<file path="src/hw/de1_io_pkg.sv">
package de1_io_pkg;

	//////////////////////////////////////////////////////////////////////
	// Bus geometry
	//////////////////////////////////////////////////////////////////////

	// Host data word
	localparam int BUS_WIDTH  = 32;
	// Eight registers in the PIO window
	localparam int ADDR_WIDTH = 3;

	//////////////////////////////////////////////////////////////////////
	// Seven-segment displays
	//////////////////////////////////////////////////////////////////////

	// HEX0 through HEX5 on the board
	localparam int HEX_DIGITS     = 6;
	// Segments a..g, bit 0 is segment a
	localparam int SEG_WIDTH      = 7;
	// One byte slot per digit in the register map
	localparam int HEX_BYTE_WIDTH = 8;
	// HEX3..HEX0 share the first display register
	localparam int HEX_LO_DIGITS  = 4;

	typedef logic [BUS_WIDTH-1:0] bus_data_t;

	//////////////////////////////////////////////////////////////////////
	// Register map
	//////////////////////////////////////////////////////////////////////

	typedef enum logic [ADDR_WIDTH-1:0] {
		// LED pattern, rw
		ADDR_LEDR      = 3'd0,
		// Display bytes for HEX3..HEX0, rw
		ADDR_HEX3_HEX0 = 3'd1,
		// Display bytes for HEX5..HEX4, rw
		ADDR_HEX5_HEX4 = 3'd2,
		// Synchronized switches, ro
		ADDR_SW        = 3'd3,
		// Keys held down right now, ro
		ADDR_KEY_DATA  = 3'd4,
		// Interrupt enables per key, rw
		ADDR_KEY_MASK  = 3'd5,
		// Press capture, write 1 to clear
		ADDR_KEY_EDGE  = 3'd6,
		// Per-digit hex decode enable, rw
		ADDR_HEX_MODE  = 3'd7
	} pio_addr_e;

	// One bus request, single-cycle strobes
	typedef struct packed {
		logic      wr;
		logic      rd;
		pio_addr_e addr;
		bus_data_t wdata;
	} pio_req_t;

endpackage

</file>
<file path="src/hw/board_input_sync.sv">
`timescale 1ns/100ps

module board_input_sync #(
	parameter int SW_WIDTH  = 10,
	parameter int KEY_WIDTH = 4
) (
	input  logic                 clock_50,
	input  logic                 rst,

	// Raw board pins
	input  logic [SW_WIDTH-1:0]  sw,
	input  logic [KEY_WIDTH-1:0] key_n,

	// Write-one-to-clear pulse from the register block
	input  logic [KEY_WIDTH-1:0] edge_clear,

	output logic [SW_WIDTH-1:0]  sw_sync,
	output logic [KEY_WIDTH-1:0] key_pressed,
	output logic [KEY_WIDTH-1:0] key_edge
);

	//////////////////////////////////////////////////////////////////////
	// Synchronizer chains
	//////////////////////////////////////////////////////////////////////

	// First stage, may go metastable
	logic [SW_WIDTH-1:0]  sw_meta;
	logic [KEY_WIDTH-1:0] key_meta;

	// Last cycle's pressed state, for edge detect
	logic [KEY_WIDTH-1:0] key_prev;

	// Single-cycle press indication
	logic [KEY_WIDTH-1:0] key_rise;

	always_ff @(posedge clock_50) begin
		if (rst) begin
			sw_meta     <= '0;
			sw_sync     <= '0;
			// Released keys read as 0 after inversion
			key_meta    <= '0;
			key_pressed <= '0;
			key_prev    <= '0;
		end else begin
			// Switches, two flops
			sw_meta     <= sw;
			sw_sync     <= sw_meta;

			// Keys are active low on the board
			key_meta    <= ~key_n;
			key_pressed <= key_meta;

			// Third stage only feeds the edge detector
			key_prev    <= key_pressed;
		end
	end

	//////////////////////////////////////////////////////////////////////
	// Edge capture
	//////////////////////////////////////////////////////////////////////

	// Press = 0 -> 1 on the synchronized key
	assign key_rise = key_pressed & ~key_prev;

	// Sticky bits; a new press beats a clear in the same cycle
	always_ff @(posedge clock_50) begin
		if (rst) begin
			key_edge <= '0;
		end else begin
			key_edge <= (key_edge & ~edge_clear) | key_rise;
		end
	end

endmodule

</file>
<file path="src/hw/pio_regs.sv">
`timescale 1ns/100ps

module pio_regs import de1_io_pkg::*; #(
	parameter int SW_WIDTH  = 10,
	parameter int LED_WIDTH = 10,
	parameter int KEY_WIDTH = 4
) (
	input  logic                                  clock_50,
	input  logic                                  rst,

	// Host bus
	input  pio_req_t                              req,

	// From the input synchronizer
	input  logic [SW_WIDTH-1:0]                   sw_sync,
	input  logic [KEY_WIDTH-1:0]                  key_pressed,
	input  logic [KEY_WIDTH-1:0]                  key_edge,

	// Read return, one cycle after the strobe
	output bus_data_t                             rdata,
	output logic                                  rdata_valid,

	// Board-facing register contents
	output logic [LED_WIDTH-1:0]                  led_q,
	output logic [HEX_DIGITS*HEX_BYTE_WIDTH-1:0]  hex_raw,
	output logic [HEX_DIGITS-1:0]                 hex_mode,

	// Capture clear and interrupt
	output logic [KEY_WIDTH-1:0]                  edge_clear,
	output logic                                  irq
);

	// Display register split
	localparam int HEX_BITS = HEX_DIGITS * HEX_BYTE_WIDTH;
	localparam int LO_BITS  = HEX_LO_DIGITS * HEX_BYTE_WIDTH;
	localparam int HI_BITS  = HEX_BITS - LO_BITS;

	// Interrupt enables
	logic [KEY_WIDTH-1:0] key_mask;

	// Per-register write enables
	logic wr_ledr;
	logic wr_hex_lo;
	logic wr_hex_hi;
	logic wr_mask;
	logic wr_edge;
	logic wr_mode;

	// Read mux result before the output flop
	bus_data_t rdata_d;

	//////////////////////////////////////////////////////////////////////
	// Write decode
	//////////////////////////////////////////////////////////////////////

	always_comb begin
		wr_ledr   = 1'b0;
		wr_hex_lo = 1'b0;
		wr_hex_hi = 1'b0;
		wr_mask   = 1'b0;
		wr_edge   = 1'b0;
		wr_mode   = 1'b0;
		if (req.wr) begin
			case (req.addr)
				ADDR_LEDR:      wr_ledr   = 1'b1;
				ADDR_HEX3_HEX0: wr_hex_lo = 1'b1;
				ADDR_HEX5_HEX4: wr_hex_hi = 1'b1;
				ADDR_KEY_MASK:  wr_mask   = 1'b1;
				ADDR_KEY_EDGE:  wr_edge   = 1'b1;
				ADDR_HEX_MODE:  wr_mode   = 1'b1;
				// SW and KEY_DATA are read only
				default: ;
			endcase
		end
	end

	//////////////////////////////////////////////////////////////////////
	// Writable registers
	//////////////////////////////////////////////////////////////////////

	always_ff @(posedge clock_50) begin
		if (rst) begin
			led_q    <= '0;
			hex_raw  <= '0;
			hex_mode <= '0;
			key_mask <= '0;
		end else begin
			if (wr_ledr)
				led_q <= req.wdata[LED_WIDTH-1:0];
			// Full bytes kept, bit 7 is spare
			if (wr_hex_lo)
				hex_raw[LO_BITS-1:0] <= req.wdata[LO_BITS-1:0];
			if (wr_hex_hi)
				hex_raw[HEX_BITS-1:LO_BITS] <= req.wdata[HI_BITS-1:0];
			if (wr_mode)
				hex_mode <= req.wdata[HEX_DIGITS-1:0];
			if (wr_mask)
				key_mask <= req.wdata[KEY_WIDTH-1:0];
		end
	end

	// Clear lands in the capture register on the write edge itself
	assign edge_clear = wr_edge ? req.wdata[KEY_WIDTH-1:0] : '0;

	// Level interrupt, any enabled capture bit
	assign irq = |(key_edge & key_mask);

	//////////////////////////////////////////////////////////////////////
	// Read path
	//////////////////////////////////////////////////////////////////////

	// Zero-extended select
	always_comb begin
		rdata_d = '0;
		case (req.addr)
			ADDR_LEDR:      rdata_d[LED_WIDTH-1:0]  = led_q;
			ADDR_HEX3_HEX0: rdata_d[LO_BITS-1:0]    = hex_raw[LO_BITS-1:0];
			ADDR_HEX5_HEX4: rdata_d[HI_BITS-1:0]    = hex_raw[HEX_BITS-1:LO_BITS];
			ADDR_SW:        rdata_d[SW_WIDTH-1:0]   = sw_sync;
			ADDR_KEY_DATA:  rdata_d[KEY_WIDTH-1:0]  = key_pressed;
			ADDR_KEY_MASK:  rdata_d[KEY_WIDTH-1:0]  = key_mask;
			ADDR_KEY_EDGE:  rdata_d[KEY_WIDTH-1:0]  = key_edge;
			ADDR_HEX_MODE:  rdata_d[HEX_DIGITS-1:0] = hex_mode;
			default: ;
		endcase
	end

	// Valid pulse, one cycle per strobe
	always_ff @(posedge clock_50) begin
		if (rst)
			rdata_valid <= 1'b0;
		else
			rdata_valid <= req.rd;
	end

	// Data holds until the next read
	always_ff @(posedge clock_50) begin
		if (req.rd)
			rdata <= rdata_d;
	end

endmodule

</file>
<file path="src/hw/hex_display_drive.sv">
`timescale 1ns/100ps

module hex_display_drive import de1_io_pkg::*; (
	input  logic                                 clock_50,
	input  logic                                 rst,

	// One byte per digit, segments in bits 6..0
	input  logic [HEX_DIGITS*HEX_BYTE_WIDTH-1:0] hex_raw,
	// 1 = decode low nibble, 0 = raw segments
	input  logic [HEX_DIGITS-1:0]                hex_mode,

	// Active-low segment pins
	output logic [SEG_WIDTH-1:0]                 hex0,
	output logic [SEG_WIDTH-1:0]                 hex1,
	output logic [SEG_WIDTH-1:0]                 hex2,
	output logic [SEG_WIDTH-1:0]                 hex3,
	output logic [SEG_WIDTH-1:0]                 hex4,
	output logic [SEG_WIDTH-1:0]                 hex5
);

	//////////////////////////////////////////////////////////////////////
	// Nibble to segment table, 1 = lit
	//////////////////////////////////////////////////////////////////////

	function automatic logic [SEG_WIDTH-1:0] seg_decode(input logic [3:0] nibble);
		logic [SEG_WIDTH-1:0] seg;
		case (nibble)
			4'h0:    seg = 7'h3f;
			4'h1:    seg = 7'h06;
			4'h2:    seg = 7'h5b;
			4'h3:    seg = 7'h4f;
			4'h4:    seg = 7'h66;
			4'h5:    seg = 7'h6d;
			4'h6:    seg = 7'h7d;
			4'h7:    seg = 7'h07;
			4'h8:    seg = 7'h7f;
			4'h9:    seg = 7'h6f;
			// Letters, lower case b and d
			4'ha:    seg = 7'h77;
			4'hb:    seg = 7'h7c;
			4'hc:    seg = 7'h39;
			4'hd:    seg = 7'h5e;
			4'he:    seg = 7'h79;
			default: seg = 7'h71;
		endcase
		return seg;
	endfunction

	// Pattern before inversion
	logic [SEG_WIDTH-1:0] seg_lit [HEX_DIGITS];
	// Registered pin values
	logic [SEG_WIDTH-1:0] seg_q   [HEX_DIGITS];

	// Mode select per digit
	always_comb begin
		for (int i = 0; i < HEX_DIGITS; i++) begin
			if (hex_mode[i])
				seg_lit[i] = seg_decode(hex_raw[i*HEX_BYTE_WIDTH +: 4]);
			else
				seg_lit[i] = hex_raw[i*HEX_BYTE_WIDTH +: SEG_WIDTH];
		end
	end

	// Board segments are active low; all ones = blank
	always_ff @(posedge clock_50) begin
		if (rst) begin
			for (int i = 0; i < HEX_DIGITS; i++)
				seg_q[i] <= '1;
		end else begin
			for (int i = 0; i < HEX_DIGITS; i++)
				seg_q[i] <= ~seg_lit[i];
		end
	end

	assign hex0 = seg_q[0];
	assign hex1 = seg_q[1];
	assign hex2 = seg_q[2];
	assign hex3 = seg_q[3];
	assign hex4 = seg_q[4];
	assign hex5 = seg_q[5];

endmodule

</file>
<file path="src/hw/de1_io_system.sv">
`timescale 1ns/100ps

module de1_io_system import de1_io_pkg::*; #(
	parameter int SW_WIDTH  = 10,
	parameter int LED_WIDTH = 10,
	parameter int KEY_WIDTH = 4
) (
	input  logic                 clock_50,
	input  logic                 rst,

	// Host bus
	input  pio_req_t             req,
	output bus_data_t            rdata,
	output logic                 rdata_valid,

	// Board pins
	input  logic [SW_WIDTH-1:0]  sw,
	input  logic [KEY_WIDTH-1:0] key_n,
	output logic [LED_WIDTH-1:0] ledr,
	output logic                 irq,
	output logic [SEG_WIDTH-1:0] hex0,
	output logic [SEG_WIDTH-1:0] hex1,
	output logic [SEG_WIDTH-1:0] hex2,
	output logic [SEG_WIDTH-1:0] hex3,
	output logic [SEG_WIDTH-1:0] hex4,
	output logic [SEG_WIDTH-1:0] hex5
);

	// Synchronizer to register block
	logic [SW_WIDTH-1:0]                  sw_sync;
	logic [KEY_WIDTH-1:0]                 key_pressed;
	logic [KEY_WIDTH-1:0]                 key_edge;
	// Register block back to the synchronizer
	logic [KEY_WIDTH-1:0]                 edge_clear;
	// Register block to display driver
	logic [HEX_DIGITS*HEX_BYTE_WIDTH-1:0] hex_raw;
	logic [HEX_DIGITS-1:0]                hex_mode;

	//////////////////////////////////////////////////////////////////////
	// Switches and pushbuttons
	//////////////////////////////////////////////////////////////////////

	board_input_sync #(
		.SW_WIDTH   (SW_WIDTH),
		.KEY_WIDTH  (KEY_WIDTH)
	) input_sync_i (
		.clock_50   (clock_50),
		.rst        (rst),
		.sw         (sw),
		.key_n      (key_n),
		.edge_clear (edge_clear),
		.sw_sync    (sw_sync),
		.key_pressed(key_pressed),
		.key_edge   (key_edge)
	);

	//////////////////////////////////////////////////////////////////////
	// PIO registers, LEDs straight to the pins
	//////////////////////////////////////////////////////////////////////

	pio_regs #(
		.SW_WIDTH   (SW_WIDTH),
		.LED_WIDTH  (LED_WIDTH),
		.KEY_WIDTH  (KEY_WIDTH)
	) regs_i (
		.clock_50   (clock_50),
		.rst        (rst),
		.req        (req),
		.sw_sync    (sw_sync),
		.key_pressed(key_pressed),
		.key_edge   (key_edge),
		.rdata      (rdata),
		.rdata_valid(rdata_valid),
		.led_q      (ledr),
		.hex_raw    (hex_raw),
		.hex_mode   (hex_mode),
		.edge_clear (edge_clear),
		.irq        (irq)
	);

	// Display pins, one cycle behind the registers
	hex_display_drive hex_drive_i (
		.clock_50   (clock_50),
		.rst        (rst),
		.hex_raw    (hex_raw),
		.hex_mode   (hex_mode),
		.hex0       (hex0),
		.hex1       (hex1),
		.hex2       (hex2),
		.hex3       (hex3),
		.hex4       (hex4),
		.hex5       (hex5)
	);

endmodule

</file>
<file path="config.mk">
export PLATFORM = sky130hd
export DESIGN_NAME = de1_io_system
export DESIGN_NICKNAME = d
export VERILOG_FILES = /design/src/hw/de1_io_pkg.sv /design/src/hw/board_input_sync.sv /design/src/hw/pio_regs.sv /design/src/hw/hex_display_drive.sv /design/src/hw/de1_io_system.sv
export SDC_FILE = /design/constraint.sdc
export NUM_CORES = 1
export LEC_CHECK = 0
export ABC_AREA = 1
export BUFFER_PORTS_ARGS = -buffer_cell sky130_fd_sc_hd__buf_4
export CAP_MARGIN = 30
export CELL_PAD_IN_SITES_DETAIL_PLACEMENT = 0
export CELL_PAD_IN_SITES_GLOBAL_PLACEMENT = 2
export CORE_MARGIN = 1
export CORE_UTILIZATION = 35
export CTS_BUF_LIST = sky130_fd_sc_hd__clkbuf_4
export CTS_CLUSTER_DIAMETER = 120
export DETAILED_ROUTE_END_ITERATION = 12
export PLACE_DENSITY_LB_ADDON = 0.1
export SLEW_MARGIN = 20
export SYNTH_ARGS = -nofsm -noshare
export SYNTH_HDL_FRONTEND = slang
export SYNTH_SLANG_ARGS = --single-unit
</file>
<file path="constraint.sdc">
create_clock -name clock_50 -period 1.9 [get_ports clock_50]
set_input_delay 0.095 -clock clock_50 [delete_from_list [all_inputs] [get_ports clock_50]]
set_output_delay 0.095 -clock clock_50 [all_outputs]
set_load 0.01 [all_outputs]
</file>
==> results.cfg <==
[logic_synthesis]
synth_top_family_by_area = simple AND/OR/NAND/NOR gates
synth-compound-area-share_pct = 11.81
synth_area_um2 = 9109
yosysUniqueCellTypes = 27
syn_nets = 1215
synth_top_area_share_pct = 41.54
synthCells = 1120
yosys.area_share.simple_pct = 20.95
synthMuxAreaShare_pct = 0
async_flop_share_pct = 0
synth_edf_count = 32
synth_xor_area_share_pct = 0
yosysSeqAreaShare_pct = 52.09
synth_adder_area_share_pct = 5.769
ys_ff_latch = 221
yosysWarnings = 0
ys_top_cells_by_area = dfxtp_1 42%, edfxtp_1 11%, nand2_1 7.6%, inv_1 6.9%, nand3_1 6.4%
syn_avg_cell_area_um2 = 8.133
ys.flop_type = dfxtp_1
synth_area_leader_cell = dfxtp_1

[finish]
seq_area_um2 = 4745
syn2layout_area_growth_pct = 33.58
multi_input_area_um2 = 3515
fin_nets = 1478
nFillCells = 2594
final_core_util_pct = 48.04
drive_gt1_share_pct = 21.26

[floorplan]
core.rowCount = 58
fp.dieArea_um2 = 26670
die_x_um = 163.3
initial_core_util_pct = 35.96
design.portCount = 139
die_h_um = 163.3
fp.coreArea_um2 = 25330

[timing]
hold_slack_ns = 0.1280
tightest_slew_ns = 0.5756
finalSetupTns_ns = 0
fmax_mhz = 570.7
rsz0062_at_grt = no
slew_headroom_pct = 61.63
finalCritPeriodShare_pct = 92.22
clock_skew_ns = 0.02202
hold_viol_final = 0
period_minus_slack_ns = 1.752
slew_viol_final = 0
setup_viol_count_final = 0

[grt]
grt_use_total_pct = 20.77
grt_pass1_wl_mm = 42.81
antenna_found_initial = 1
grt-ovfl-total = 0
grt_pass1_vias = 7900
grt_max_degree = 45

[route]
dr.max_layer_used = met4
routedWlPerCell_um = 15.51
m1WireLength_mm = 13.48
vias = 8236
firstDrtPassIters = 7
wl_met2_mm = 12.04
dr_wl_met3_mm = 1.319
first_iter_violations = 563
totalWireLength_mm = 27.32
vias_per_cell = 4.677
drtAntennaViolNets = 0
drc_errors = 0

[place]
dpl.hpwl_mm = 19.47
portBuffers = 138
place.gp.congestion = 0.8134

[hold_path]
hold_class = input pin to flip-flop
worstHoldPathCells = 6

[power]
cellLeakagePower_nw = 5.559
power.density_nw_per_um2 = 847.1
ir_drop_uv = 363.6

[clock_network]
h-tree-depth = 2
worstSkewPairLatency_ns = 0.68
cts.sinks = 221
path_clk_slew_ns = 0.06
numCtsBuffers = 59
cts_tree = yes
clock_path_buffers = 3
root_buffer = clkbuf_4

[worst_setup_path]
crit_fanout = 16
cp-end-kind = flip-flop
critPathLaunchType = input pin
reg2reg_depth = 8
critPathRequiredTime_ns = 2.46
crit_type = input pin to flip-flop
cp.arrival_ns = 2.31

[run]
max_cap_violations = 0

[status]
status = finished clean
==> cell usage after synthesis (2+ instances only) <==
cell,number
a21oi_1,75
a22oi_1,9
buf_1,8
buf_2,8
clkbuf_1,33
clkinv_1,2
dfxtp_1,189
edfxtp_1,32
ha_1,42
inv_1,167
inv_2,7
nand2_1,185
nand3_1,117
nand3_2,8
nand4_1,23
nor2_1,91
nor2_2,2
nor2_4,3
o2111ai_1,2
o21ai_0,91
o221ai_1,3
o22ai_1,18
==> metal layers <==
metal  vias to the layer above  GRT usage, %
li1                       4206             -
met1                      3775         29.30
met2                       210         32.15
met3                        45         3.530
met4                         0         6.415
met5                         -             0
==> area by class of cell <==
| class | count | area share (%) |
|---|---|---|
| inverters | 176 | 5.429 |
| diodes | 1 | 0.02057 |
| flip-flops and latches | 221 | 38.99 |
| well taps | 330 | 3.393 |
| clock inverters | 10 | 0.3085 |
| clock buffers | 98 | 6.046 |
| repair buffers | 251 | 16.93 |
| multi-input cells | 674 | 28.88 |
==> worst max-delay path, stage by stage <==
cell and delay (ns):
dlygate4sd3_1 0.58, buf_4 0.15, inv_2 0.07, buf_4 0.21, nand3_2 0.18, nand2_1 0.10, nand3_1 0.24, inv_1 0.20
ha_1 0.19, nand3_1 0.12, nand3_1 0.12, nand2_1 0.05
==> what timing repair did <==
action,in CTS,in global routing
endpoints found under the hold margin,142,0
setup buffers,0,0
resized for setup,0,1
hold buffers,70,0
endpoints found under the setup margin,0,13
==> path summary, 6_finish.rpt <==
path / startpoint / endpoint / slack [ns]
worst max-delay path: req[34] / flip-flop / 0.15
worst min register to register: flip-flop / hex_drive_i.seg_q[0][17] / 0.40
worst min-delay path: req[11] / flip-flop / 0.13
worst max register to register: regs_i.hex_raw[41] / flip-flop / 0.30
==> where the power goes <==
part | internal (mW) | total, mW | switching, mW
Clock | 2.30 | 4.22 | 1.92
Combinational | 0.450 | 1.05 | 0.600
Sequential | 4.96 | 5.03 | 0.0769
Total | 7.71 | 10.3 | 2.60
==> cell families (layout without fill, tap and decap cells) <==
| kind of cell | Yosys count | after routing |
|---|---|---|
| other | 0 | 1 |
| flip-flops | 221 | 221 |
| buffers and inverters | 225 | 535 |
| AND/OR/NAND/NOR | 431 | 431 |
| adder cells (fa/ha/maj) | 42 | 42 |
| AO/OA/AOI/OAI | 201 | 201 |
==> layout by cell type (no fill, tap or decap) <==
cell,synthesis,layout
a21oi_1,75,75
a22o_1,1,1
a22oi_1,9,9
buf_4,0,181
clkbuf_4,0,98
clkinv_1,2,10
dfxtp_1,189,189
diode_2,0,1
dlygate4sd3_1,0,70
edfxtp_1,32,32
ha_1,42,42
inv_1,167,167
inv_2,7,9
nand2_1,185,185
nand2_2,1,1
nand3_1,117,116
nand3_2,8,9
nand4_1,23,23
nor2_1,91,91
nor2_2,2,2
nor2_4,3,3
nor3_2,1,1
o2111ai_1,2,2
o211ai_1,1,1
o21ai_0,91,91
o21ai_1,1,1
o221ai_1,3,3
o22ai_1,18,18
==> through the flow <==
| stage | instances | power, mW | setup slack [ns] | area, um2 |
|---|---|---|---|---|
| after global routing | 1761 | 10.87 | 0.005944 | 12170 |
| after floorplan | 1120 | 5.613 | 0.1604 | 9109 |
| after global placement | 1582 | 6.077 | 0.07441 | 10690 |
| after detailed placement | 1582 | 6.074 | -0.02386 | 10690 |
| final | 1761 | 10.31 | 0.1479 | 12170 |
| after CTS | 1760 | 10.46 | 0.1195 | 12160 |
Note: power is estimated with default switching activity, not from simulation.
